--- config.mk ---
export PLATFORM = sky130hd
export DESIGN_NAME = cpu_core
export DESIGN_NICKNAME = d
export VERILOG_FILES = /design/src/hdl/cpu_types_pkg.sv /design/src/hdl/control_unit.sv /design/src/hdl/alu.sv /design/src/hdl/register_file.sv /design/src/hdl/word_ram.sv /design/src/hdl/cpu_core.sv
export VERILOG_INCLUDE_DIRS = /design/src /design/src/hdl
export SDC_FILE = /design/constraint.sdc
export NUM_CORES = 2
export LEC_CHECK = 0
export BUFFER_PORTS_ARGS = -buffer_cell sky130_fd_sc_hd__buf_4
export CORE_MARGIN = 2
export CORE_UTILIZATION = 35
export DETAILED_ROUTE_END_ITERATION = 12
export HOLD_SLACK_MARGIN = 0.05
export SYNTH_ARGS = -nofsm -noshare
export SYNTH_HDL_FRONTEND = slang
export SYNTH_SLANG_ARGS = --single-unit
--- constraint.sdc ---
create_clock -name CLK -period 12.05 [get_ports CLK]
set_input_delay 1.205 -clock CLK [delete_from_list [all_inputs] [get_ports CLK]]
set_output_delay 1.205 -clock CLK [all_outputs]
set_load 0.02 [all_outputs]
--- src/hdl/cpu_defs.svh ---
// ********************************************************************
// Core-wide sizes for the single-cycle MIPS subset.
// WORD_W is fixed at 32 by the jump target and immediate logic.
// DMEM_ADDR_W sets the default data memory depth in words; the word
// index comes from byte address bits [DMEM_ADDR_W+1:2].
// ********************************************************************
`ifndef CPU_DEFS_SVH
`define CPU_DEFS_SVH

// Datapath width
`define WORD_W 32

// Register index width, 32 registers
`define REG_ADDR_W 5

// 16 words of data memory
`define DMEM_ADDR_W 4

// JAL writes its return address here
`define LINK_REG 31

`endif

--- src/hdl/cpu_types_pkg.sv ---
// ********************************************************************
// Encodings shared by the decoder, the datapath and the testbench.
// Only the opcodes and function codes of the supported subset exist.
// ********************************************************************
`default_nettype none

package cpu_types_pkg;

  typedef enum logic [5:0] {
    RTYPE = 6'h00,
    J     = 6'h02,
    JAL   = 6'h03,
    BEQ   = 6'h04,
    BNE   = 6'h05,
    ADDI  = 6'h08,
    ADDIU = 6'h09,
    SLTI  = 6'h0A,
    SLTIU = 6'h0B,
    ANDI  = 6'h0C,
    ORI   = 6'h0D,
    XORI  = 6'h0E,
    LUI   = 6'h0F,
    LW    = 6'h23,
    SW    = 6'h2B,
    HALT  = 6'h3F
  } opcode_t;

  // R-type function field
  typedef enum logic [5:0] {
    SLLV = 6'h04,
    SRLV = 6'h06,
    JR   = 6'h08,
    ADD  = 6'h20,
    ADDU = 6'h21,
    SUB  = 6'h22,
    SUBU = 6'h23,
    AND  = 6'h24,
    OR   = 6'h25,
    XOR  = 6'h26,
    NOR  = 6'h27,
    SLT  = 6'h2A,
    SLTU = 6'h2B
  } funct_t;

  typedef enum logic [3:0] {
    ALU_SLL, ALU_SRL, ALU_ADD, ALU_SUB, ALU_AND,
    ALU_OR, ALU_XOR, ALU_NOR, ALU_SLT, ALU_SLTU
  } aluop_t;

  typedef enum logic [1:0] {JMP_NONE = 2'b00, JMP_TARGET = 2'b01, JMP_REG = 2'b10} jump_t;

  // Write-back source
  typedef enum logic [1:0] {WB_MEM = 2'b00, WB_ALU = 2'b01, WB_LINK = 2'b10} wbsel_t;

  // Immediate extension, EXT_UPPER fills the low half with zeros
  typedef enum logic [1:0] {EXT_ZERO = 2'b00, EXT_SIGN = 2'b01, EXT_UPPER = 2'b10} ext_t;

endpackage

`default_nettype wire

--- src/hdl/control_unit.sv ---
// ********************************************************************
// Pure combinational decode, no clock.
// Undefined opcodes decode as an ALU_ADD with register write enabled,
// so the fetch side must only issue words of the supported subset.
// ********************************************************************
`timescale 1ns/1ps
`default_nettype none

module control_unit
  import cpu_types_pkg::*;
(
  input  opcode_t instr_op,
  input  funct_t  funct_op,
  output aluop_t  alu_op,
  output logic    halt,
  output logic    reg_dst,
  output logic    alu_src,
  output jump_t   jump,
  output logic    branch,
  output logic    mem_read,
  output logic    mem_write,
  output wbsel_t  mem_to_reg,
  output logic    reg_write,
  output ext_t    ext_type,
  output logic    jal
);

  logic is_jr;

  assign is_jr = (instr_op == RTYPE) && (funct_op == JR);

  // ALU operation
  always_comb begin
    alu_op = ALU_ADD;
    halt   = 1'b0;
    case (instr_op)
      RTYPE: begin
        case (funct_op)
          SLLV:       alu_op = ALU_SLL;
          SRLV:       alu_op = ALU_SRL;
          ADD, ADDU:  alu_op = ALU_ADD;
          SUB, SUBU:  alu_op = ALU_SUB;
          AND:        alu_op = ALU_AND;
          OR:         alu_op = ALU_OR;
          XOR:        alu_op = ALU_XOR;
          NOR:        alu_op = ALU_NOR;
          SLT:        alu_op = ALU_SLT;
          SLTU:       alu_op = ALU_SLTU;
          default:    alu_op = ALU_ADD; // JR passes rs through unused
        endcase
      end
      BEQ, BNE:    alu_op = ALU_SUB;    // Equality via zero flag
      SLTI:        alu_op = ALU_SLT;
      SLTIU:       alu_op = ALU_SLTU;
      ANDI:        alu_op = ALU_AND;
      ORI:         alu_op = ALU_OR;
      XORI:        alu_op = ALU_XOR;
      LUI:         alu_op = ALU_OR;     // Extender already shifted the immediate up
      HALT:        halt   = 1'b1;
      default:     alu_op = ALU_ADD;    // ADDI, ADDIU, LW, SW address add
    endcase
  end

  // Datapath steering
  always_comb begin
    reg_dst = (instr_op == RTYPE);     // rd for R-type, rt otherwise
    jal     = (instr_op == JAL);
    branch  = (instr_op == BEQ) || (instr_op == BNE);

    // Second operand from the register file for these
    alu_src = !((instr_op == RTYPE) || (instr_op == J) || (instr_op == JAL) ||
                branch || (instr_op == HALT));

    if ((instr_op == J) || (instr_op == JAL)) begin
      jump = JMP_TARGET;
    end else if (is_jr) begin
      jump = JMP_REG;
    end else begin
      jump = JMP_NONE;
    end

    mem_read  = (instr_op == LW);
    mem_write = (instr_op == SW);

    if (mem_read) begin
      mem_to_reg = WB_MEM;
    end else if (jal) begin
      mem_to_reg = WB_LINK;            // Return address
    end else begin
      mem_to_reg = WB_ALU;
    end

    reg_write = !(is_jr || (instr_op == J) || mem_write || branch || (instr_op == HALT));

    if (instr_op == LUI) begin
      ext_type = EXT_UPPER;
    end else if ((instr_op == ANDI) || (instr_op == ORI) || (instr_op == XORI)) begin
      ext_type = EXT_ZERO;             // Logical immediates
    end else begin
      ext_type = EXT_SIGN;
    end
  end

endmodule

`default_nettype wire

--- src/hdl/alu.sv ---
// ********************************************************************
// Combinational ALU. No overflow detection, add and subtract wrap.
// Shift amount is the low bits of a, the shifted value is b.
// ********************************************************************
`timescale 1ns/1ps
`default_nettype none
`include "cpu_defs.svh"

module alu
  import cpu_types_pkg::*;
(
  input  aluop_t             op,
  input  logic [`WORD_W-1:0] a,
  input  logic [`WORD_W-1:0] b,
  output logic [`WORD_W-1:0] result,
  output logic               zero
);

  localparam int sh_w = $clog2(`WORD_W);

  logic [sh_w-1:0] shamt;

  assign shamt = a[sh_w-1:0];

  always_comb begin
    case (op)
      ALU_SLL:  result = b << shamt;
      ALU_SRL:  result = b >> shamt;   // Logical shift
      ALU_ADD:  result = a + b;
      ALU_SUB:  result = a - b;
      ALU_AND:  result = a & b;
      ALU_OR:   result = a | b;
      ALU_XOR:  result = a ^ b;
      ALU_NOR:  result = ~(a | b);
      ALU_SLT:  result = {{(`WORD_W-1){1'b0}}, ($signed(a) < $signed(b))};
      ALU_SLTU: result = {{(`WORD_W-1){1'b0}}, (a < b)};
      default:  result = '0;
    endcase
  end

  // Branch compare
  assign zero = (result == '0);

endmodule

`default_nettype wire

--- src/hdl/register_file.sv ---
// ********************************************************************
// Two combinational read ports, one write port on the rising edge.
// A read of the register being written returns the old value.
// Register 0 always reads zero.
// ********************************************************************
`timescale 1ns/1ps
`default_nettype none
`include "cpu_defs.svh"

module register_file (
  input  logic                   CLK,
  input  logic                   rst_n,
  input  logic                   we,
  input  logic [`REG_ADDR_W-1:0] waddr,
  input  logic [`WORD_W-1:0]     wdata,
  input  logic [`REG_ADDR_W-1:0] raddr1,
  input  logic [`REG_ADDR_W-1:0] raddr2,
  output logic [`WORD_W-1:0]     rdata1,
  output logic [`WORD_W-1:0]     rdata2
);

  localparam int n_regs = 1 << `REG_ADDR_W;

  logic [`WORD_W-1:0] regs [n_regs];

  always_ff @(posedge CLK) begin
    if (!rst_n) begin
      for (int i = 0; i < n_regs; i++) begin
        regs[i] <= '0;
      end
    end else if (we && (waddr != '0)) begin
      regs[waddr] <= wdata;           // r0 stays zero
    end
  end

  assign rdata1 = regs[raddr1];
  assign rdata2 = regs[raddr2];

endmodule

`default_nettype wire

--- src/hdl/word_ram.sv ---
// ********************************************************************
// Word-wide data memory, 2**addr_w entries.
// Combinational read, write on the rising edge, cleared by reset.
// ********************************************************************
`timescale 1ns/1ps
`default_nettype none
`include "cpu_defs.svh"

module word_ram #(
  parameter int addr_w = `DMEM_ADDR_W
) (
  input  logic               CLK,
  input  logic               rst_n,
  input  logic               we,
  input  logic [addr_w-1:0]  addr,
  input  logic [`WORD_W-1:0] wdata,
  output logic [`WORD_W-1:0] rdata
);

  localparam int depth = 1 << addr_w;

  logic [`WORD_W-1:0] mem [depth];

  always_ff @(posedge CLK) begin
    if (!rst_n) begin
      for (int i = 0; i < depth; i++) begin
        mem[i] <= '0;
      end
    end else if (we) begin
      mem[addr] <= wdata;
    end
  end

  assign rdata = mem[addr];

endmodule

`default_nettype wire

--- src/hdl/cpu_core.sv ---
// ********************************************************************
// Single-cycle core, one instruction commits per instr_valid edge.
// No back-pressure; the fetch side must present the word at pc.
// Data addresses wrap on bits [dmem_addr_w+1:2], low two bits ignored.
// Strobes after HALT are dropped until reset.
// ********************************************************************
`timescale 1ns/1ps
`default_nettype none
`include "cpu_defs.svh"

module cpu_core
  import cpu_types_pkg::*;
#(
  parameter int dmem_addr_w = `DMEM_ADDR_W
) (
  input  logic                   CLK,
  input  logic                   rst_n,
  input  logic                   instr_valid,
  input  logic [31:0]            instr,
  output logic [`WORD_W-1:0]     pc,
  output logic                   wb_valid,
  output logic [`REG_ADDR_W-1:0] wb_reg,
  output logic [`WORD_W-1:0]     wb_data,
  output logic                   mem_write_valid,
  output logic [`WORD_W-1:0]     mem_addr,
  output logic [`WORD_W-1:0]     mem_wdata,
  output logic                   halted
);

  opcode_t instr_op;
  funct_t  funct_op;
  aluop_t  alu_op;
  jump_t   jump;
  wbsel_t  mem_to_reg;
  ext_t    ext_type;
  logic    halt, reg_dst, alu_src, branch, mem_read, mem_write, reg_write, jal;

  logic [`REG_ADDR_W-1:0] rs, rt, rd, waddr;
  logic [`WORD_W-1:0]     rdata1, rdata2, imm_ext, alu_b, alu_result;
  logic [`WORD_W-1:0]     ram_rdata, wdata, pc_plus4, pc_next;
  logic                   zero, commit, taken;

  assign instr_op = opcode_t'(instr[31:26]);
  assign funct_op = funct_t'(instr[5:0]);
  assign rs       = instr[25:21];
  assign rt       = instr[20:16];
  assign rd       = instr[15:11];

  assign commit   = instr_valid && !halted;
  assign pc_plus4 = pc + 32'd4;

  control_unit control_unit_i (
    .instr_op(instr_op), .funct_op(funct_op), .alu_op(alu_op), .halt(halt),
    .reg_dst(reg_dst), .alu_src(alu_src), .jump(jump), .branch(branch),
    .mem_read(mem_read), .mem_write(mem_write), .mem_to_reg(mem_to_reg),
    .reg_write(reg_write), .ext_type(ext_type), .jal(jal)
  );

  // Immediate extension
  always_comb begin
    case (ext_type)
      EXT_ZERO:  imm_ext = {16'h0000, instr[15:0]};
      EXT_UPPER: imm_ext = {instr[15:0], 16'h0000};   // LUI
      default:   imm_ext = {{16{instr[15]}}, instr[15:0]};
    endcase
  end

  assign alu_b = alu_src ? imm_ext : rdata2;

  alu alu_i (.op(alu_op), .a(rdata1), .b(alu_b), .result(alu_result), .zero(zero));

  // Destination and write-back value
  assign waddr = jal ? `REG_ADDR_W'(`LINK_REG) : (reg_dst ? rd : rt);

  always_comb begin
    case (mem_to_reg)
      WB_MEM:  wdata = mem_read ? ram_rdata : '0;
      WB_LINK: wdata = pc_plus4;
      default: wdata = alu_result;
    endcase
  end

  register_file register_file_i (
    .CLK(CLK), .rst_n(rst_n), .we(commit && reg_write), .waddr(waddr), .wdata(wdata),
    .raddr1(rs), .raddr2(rt), .rdata1(rdata1), .rdata2(rdata2)
  );

  word_ram #(.addr_w(dmem_addr_w)) word_ram_i (
    .CLK(CLK), .rst_n(rst_n), .we(commit && mem_write),
    .addr(alu_result[dmem_addr_w+1:2]), .wdata(rdata2), .rdata(ram_rdata)
  );

  // BNE takes the branch on a nonzero difference
  assign taken = branch && ((instr_op == BNE) ? !zero : zero);

  always_comb begin
    pc_next = pc_plus4;
    if (taken) begin
      pc_next = pc_plus4 + {imm_ext[`WORD_W-3:0], 2'b00};
    end
    case (jump)
      JMP_TARGET: pc_next = {pc_plus4[`WORD_W-1:`WORD_W-4], instr[25:0], 2'b00};
      JMP_REG:    pc_next = rdata1;
      default:    ;
    endcase
  end

  // Architectural state and report strobes
  always_ff @(posedge CLK) begin
    if (!rst_n) begin
      pc              <= '0;
      halted          <= 1'b0;
      wb_valid        <= 1'b0;
      mem_write_valid <= 1'b0;
    end else begin
      wb_valid        <= commit && reg_write && (waddr != '0);
      mem_write_valid <= commit && mem_write;
      if (commit) begin
        if (halt) begin
          halted <= 1'b1;             // pc holds on HALT
        end else begin
          pc <= pc_next;
        end
      end
    end
  end

  // Report payload, only meaningful with its strobe
  always_ff @(posedge CLK) begin
    if (commit) begin
      wb_reg    <= waddr;
      wb_data   <= wdata;
      mem_addr  <= alu_result;
      mem_wdata <= rdata2;
    end
  end

endmodule

`default_nettype wire

# ---- After elaboration in Yosys (flattened, before gate mapping)
# Memories as Yosys holds them, arrays and structs flattened.
# Cells that the tools add are included.
dict set report op_classes {
  reduce_logical 34
  n_shift 2
  bitwise_logic 5
  addsub 4
  n_eq_ne 37
  muxes 32
  order_cmp 2
}
# cell n
set ops {}
lappend ops {{32-bit case mux with 10 select lines} 1}
lappend ops {{32-bit case mux with 2 select lines} 3}
lappend ops {{32-bit 2-to-1 mux} 5}
lappend ops {{6-bit == test (second input constant)} 11}
lappend ops {{32-bit adder} 2}
lappend ops {{32-bit < comparator} 2}
lappend ops {{32-bit OR reduction} 2}
lappend ops {{6-bit by 4-bit == test with 1-bit output (second input constant)} 7}
lappend ops {{4-bit case mux with 9 select lines} 1}
lappend ops {{32-bit by 3-bit adder with 32-bit output (second input constant)} 1}
lappend ops {{32-bit AND} 1}
lappend ops {{32-bit zero test} 1}
lappend ops {{32-bit inverter} 1}
lappend ops {{32-bit OR} 1}
lappend ops {{32-bit by 5-bit << shifter with 32-bit output} 1}
lappend ops {{32-bit by 5-bit right shift with 32-bit output} 1}
lappend ops {{32-bit subtractor} 1}
lappend ops {{32-bit XOR} 1}
lappend ops {{4-bit case mux with 7 select lines} 1}
lappend ops {{6-bit by 3-bit == test with 1-bit output (second input constant)} 4}
lappend ops {{4-bit by 3-bit == test with 1-bit output (second input constant)} 4}
lappend ops {{5-bit 2-to-1 mux} 3}
lappend ops {{6-bit by 2-bit == test with 1-bit output (second input constant)} 2}
lappend ops {{1-bit logical OR} 12}
lappend ops {{other kinds (17)} 47}
dict set report word_totals {
  ramBits 1536
  reg_bits 136
  out_inout_bits 136
  n_memories 2
  input_bits 35
}
# memory depth word_bits read_ports rd_clocked_by_memory_dff wr line_no
set memory_table {}
lappend memory_table {register_file_i.regs 32 32 2 0 32 register_file.sv:24} ;# logic [`WORD_W-1:0] regs [n_regs];
lappend memory_table {word_ram_i.mem 16 32 1 0 16 word_ram.sv:22} ;# logic [`WORD_W-1:0] mem [depth];

# ---- Depth between registers and ports, before layout
dict set report logic_depth {
  depth_word 17
  depth_mapped 36
  depth_no_buf 26
}

# ---- Modules after synthesis
# From an unflattened synthesis, not the netlist that was laid out.
dict set report hier_totals {
  cells_unflattened 8498
  area_unflattened_um2 97967.7
}
# mod area_each_um2 instances seq_area_each_um2 cells_per_inst
set by_module_without_submodules {}
lappend by_module_without_submodules {register_file 55715.9 1 30749.5 4609}
lappend by_module_without_submodules {word_ram 22868.2 1 15374.7 1418}
lappend by_module_without_submodules {alu 10266.1 1 0.0 1508}
lappend by_module_without_submodules {cpu_core 8727.1 1 3733.6 898}
lappend by_module_without_submodules {control_unit 390.4 1 0.0 65}

# ---- Worst setup path after synthesis
# No wires, ideal clock.
dict set report synth_path {
  path_type {input to register}
  startpoint {input port instr[16]}
  endpoint {register pc[11]}
  arrival_ns 9.193
  stages 34
  t_required_ns 11.977
  slack_ns 2.783
  path_buffers 9
  setup_ns 0.073
  cell_sequence {buf_6 buf_6 buf_12 buf_6 buf_6 buf_4 buf_2 buf_1 mux4_2 mux4_2 mux2i_1 nand2_1 o21a_1 ha_1 fa_1 a21o_1 a21oi_1 o21ai_0 nor4b_1 o211ai_1 o211ai_1 a21boi_0 o21ai_0 a221oi_1 mux2i_1 xnor2_1 o221ai_1 or4b_2 nor4_4 a21bo_1 buf_6 nand2_4 or4b_1 o211ai_2}
}
dict set report synth_between {
  elab_chain_cells 11
  word_cells_on_any_way 19
  classes_between {add/sub (2); order compare (2); shift (2); mux (5); bitwise (4); reduce/logical (3); memory (1)}
}
# element line_no
set synth_lines {}
lappend synth_lines {{start, declared} cpu_core.sv:19} ;# input logic [31:0] instr,
lappend synth_lines {{memory read 32 x 32 bit *} -}
lappend synth_lines {{32-bit 2-to-1 mux *} cpu_core.sv:68} ;# assign alu_b = alu_src ? imm_ext : rdata2;
lappend synth_lines {{parallel branches: the longest is 2 deep, another holds 32-bit subtractor} -}
lappend synth_lines {{32-bit case mux with 10 select lines *} alu.sv:26} ;# case (op)
lappend synth_lines {{net alu_i.result[28]} alu.sv:15} ;# output logic [`WORD_W-1:0] result,
lappend synth_lines {{32-bit zero test *} alu.sv:42} ;# assign zero = (result == '0);
lappend synth_lines {{1-bit zero test} cpu_core.sv:94} ;# assign taken = branch && ((instr_op == BNE) ? !zero : zero);
lappend synth_lines {{1-bit 2-to-1 mux *} cpu_core.sv:94}
lappend synth_lines {{1-bit logical AND *} cpu_core.sv:94}
lappend synth_lines {{32-bit 2-to-1 mux *} cpu_core.sv:98} ;# if (taken) begin
lappend synth_lines {{32-bit case mux with 2 select lines *} cpu_core.sv:101} ;# case (jump)
lappend synth_lines {{end signal, assigned} cpu_core.sv:122} ;# pc <= pc_next;
lappend synth_lines {{end, declared} cpu_core.sv:20} ;# output logic [`WORD_W-1:0] pc,
# Mark *: on every way through the listed nets, which the timed path passes.
# A chain may end at the register's enable or synchronous reset.

# ---- Worst setup path after layout
dict set report layout_path {
  startpoint {input port instr[16]}
  endpoint {register pc[20]}
}
dict set report layout_between {
  word_cells_on_any_way 19
  classes_between {add/sub (2); order compare (2); shift (2); mux (5); bitwise (4); reduce/logical (3); memory (1)}
}
# element line_no
set layout_lines {}
lappend layout_lines {{memory read 32 x 32 bit *} -}
lappend layout_lines {{net rdata2[11]} cpu_core.sv:39} ;# logic [`WORD_W-1:0] rdata1, rdata2, imm_ext, alu_b, alu_result;
lappend layout_lines {{32-bit 2-to-1 mux *} cpu_core.sv:68}
lappend layout_lines {{32-bit subtractor, or another cell as far along} alu.sv:30} ;# ALU_SUB: result = a - b;
lappend layout_lines {{32-bit case mux with 10 select lines *} alu.sv:26}
lappend layout_lines {{net alu_i.result[27]} alu.sv:15}
lappend layout_lines {{32-bit zero test *} alu.sv:42}
lappend layout_lines {{1-bit zero test} cpu_core.sv:94}
lappend layout_lines {{1-bit 2-to-1 mux *} cpu_core.sv:94}
lappend layout_lines {{1-bit logical AND *} cpu_core.sv:94}
lappend layout_lines {{32-bit 2-to-1 mux *} cpu_core.sv:98}
lappend layout_lines {{32-bit case mux with 2 select lines *} cpu_core.sv:101}
# Mark *: on every way through the listed nets, which the timed path passes. The rest lies on a longest branch.

==> impl_metrics.ini <==
[clock_tree]
clkSlewWorstSetupHoldPaths_ps = 70
holdBufCountCts = 0
tritoncts = yes
cts-resized-gates = 0
cts_buffers = 180
cts_max_path_buffers = 3
post_cts_buffers = 0
worstSkewPairLatency_ps = 890
cts_root_buffer = clkbuf_16
cts_sinks = 1672
h-tree-depth = 4

[synth]
synth.distinct_cells = 110
synthCells = 8086
syn_avg_cell_area_sq_um = 11.6
synth_edf_count = 1637
synth_seq_area_share_pct = 53.2
yosys_warnings = 0
async_flop_share_pct = 0
synth_flop_cell = edfxtp_1
synth-seq-cells = 1672
syn-cell-area_sq_um = 93700

[global_routing]
antenna_found_initial = 26
use_met3_pct = 7.55
use_met1_pct = 38.5
grt_pass1_wl_mm = 566
grt_util_met2_pct = 45.2
grt_use_total_pct = 29.5
grt_max_degree = 151
grt-ovfl-total = 0
top_usage_layer = met2
grt_pass1_vias = 71100

[floorplanning]
core_area_sq_um = 266000
fp-row-count = 189
start_util_pct = 35.3
die_height_microns = 521
ios = 171
die-area_sq_um = 272000
die_w_microns = 521

[critical_path]
worstSetupPathType = in -> reg
cp.required_ps = 12720
crit_path_start = instr[16]
end_kind = register
timing.rr.start = register_file_i.regs[24][11]
start_kind = input port
worstPathArrival_ps = 10880
crit_fanout = 43

[timing]
hold_viol = 0
setup_violations = 0
setup_tns_ps = 0
maxSlewHeadroom_pct = 10.3
setup_ws_ps = 1830
rsz0062_at_grt = false
fin_worst_skew_ps = 82.3
fmax_ghz = 0.0979
period_needed_ps = 10220
finalCritPeriodShare_pct = 84.8
max_slew.worst_pin.slew_ps = 1330
drv_slew = 0

[power]
p_leak_nw = 39.7
cellPowerDensity_nw_per_um2 = 166
irDropWorstVdd_uv = 154

[placement]
post-dp-hpwl_mm = 274
gp_congestion = 1.04
io_buffers = 170
dp_slack_ps = 1440

[final_layout]
area_growth_pct = 12.6
layout-drive-gt1-share_pct = 18.6
layout_common_cells = nor2_1 (1790), edfxtp_1 (1637), mux2i_1 (539)
mostFrequentLayoutCell = nor2_1
largest-register = register_file_i.regs
fin_nets = 8225
largest_register_ffs = 1024
largestRegisters = register_file_i.regs x1024, word_ram_i.mem x512

[min_path]
hold_start = halted
hold_class = reg -> reg

[detailed_routing]
ant_nets = 0
drc_errors = 0
vias_per_cell = 6.31
post_drt_wl_per_cell_microns = 35.0
dr.pass1.iters = 6
drt-total-wl_mm = 412
vias = 74100
drtIter0Drc = 11900

[status]
status = finished clean

[job]
maxCapViolations = 0
-- cell usage after synthesis, types with 13 or more instances --
cell type	n	area (sq um)
o22ai_1	57	357
o21ai_1	21	105
mux2i_1	540	5410
nor4_1	20	125
a22o_1	15	131
xor2_1	19	166
o31ai_1	20	150
and4_1	17	149
a221oi_1	49	429
nor2b_1	20	125
a22oi_1	205	1540
a31oi_1	31	194
mux4_2	396	8920
nor2_1	1799	6750
and2_1	27	169
mux2_2	150	1690
nor3_1	115	576
buf_1	72	270
a21o_1	37	278
xnor2_1	60	526
dfxtp_1	35	701
or3_1	14	87.6
o21ai_0	220	1100
nand3_1	142	711
edfxtp_1	1637	49200
or2_2	13	81.3
or4_1	14	105
a32oi_1	13	114
nand2b_1	15	93.8
and3_1	52	325
inv_1	193	724
nand2_1	436	1640
a211o_1	52	455
ha_1	133	1660
buf_2	205	1030
a211oi_1	89	668
a21oi_1	287	1440
o21a_1	20	150
buf_6	30	338
o211ai_1	96	721
clkbuf_1	400	1500
buf_4	38	285
nand4_1	44	275
o221ai_1	17	149
o21bai_1	16	120
-- final timing paths --
kind	cells past startpoint	slack, ps	to
setup / recovery	26	1830	pc[20]
setup reg to reg	25	2380	pc[20]
hold reg to reg	2	560	halted
hold / removal	2	560	halted
-- through the flow --
stage | hold WS [ps] | utilization [%] | total power, mW | area [sq um] | std cells
2_1_floorplan | 562 | - | 9.68 | 93800 | 8117
3_3_place_gp | 533 | 37.5 | 11.8 | 99600 | 11400
3_5_place_dp | 544 | 37.5 | 11.9 | 99600 | 11400
4_1_cts | 558 | 39.7 | 17.4 | 106000 | 11700
5_1_grt | 566 | 39.7 | 17.9 | 106000 | 11700
6_report | 559 | 39.7 | 17.5 | 106000 | 11700
-- cells by family (layout without fill, tap and decap cells) --
kind of cell	Yosys count	in the layout	share of synthesized area, %
XOR/XNOR	79	79	0.738
AND/OR/NAND/NOR	2775	2775	12.4
adder cells (fa/ha/maj)	136	136	1.84
buffers and inverters	952	1041	4.61
other	1	42	0.00400
AO/OA/AOI/OAI	1384	1384	10.1
multiplexers	1087	1087	17.1
flip-flops	1672	1672	53.2
-- where the power goes --
| group | internal [mW] | switching [mW] | total (mW) |
|---|---|---|---|
| registers | 6.69 | 0.168 | 6.86 |
| logic | 1.43 | 3.63 | 5.06 |
| clock network | 3.11 | 2.52 | 5.63 |
| total | 11.2 | 6.31 | 17.5 |
-- metal layers --
metal,vias up,wire (microns)
met5,-,80
met2,5249,183000
met4,14,24800
li1,30100,-
met3,1065,47500
met1,37700,156000
-- worst max-delay path, stage by stage --
cell	delay, ps
buf_8	360
mux4_2	570
a22oi_1	520
and4_1	1100
inv_1	230
a21boi_0	770
ha_1	420
inv_1	170
o21bai_1	120
a21o_1	210
a211oi_1	280
or3_1	160
o2111ai_1	210
o311ai_0	760
a21oi_1	220
o31ai_1	270
a22oi_1	160
xnor2_1	380
o211ai_1	380
or4b_2	810
nor4_4	380
nand3_2	190
nand2_4	270
buf_4	270
mux2i_1	210
o22ai_1	80
-- final cells by class --
type                            instances  area (sq um)
Fill cell                           25200        160000
Sequential cell                      1672         49900
Multi-Input combinational cell       5493         40400
Clock buffer                          221          4660
Tap cell                             3533          4420
Timing Repair Buffer                  508          4130
Clock inverter                        113          1280
Inverter                              199           747
Antenna cell                           10          25.0
Note: power is estimated with default switching activity, not from simulation.
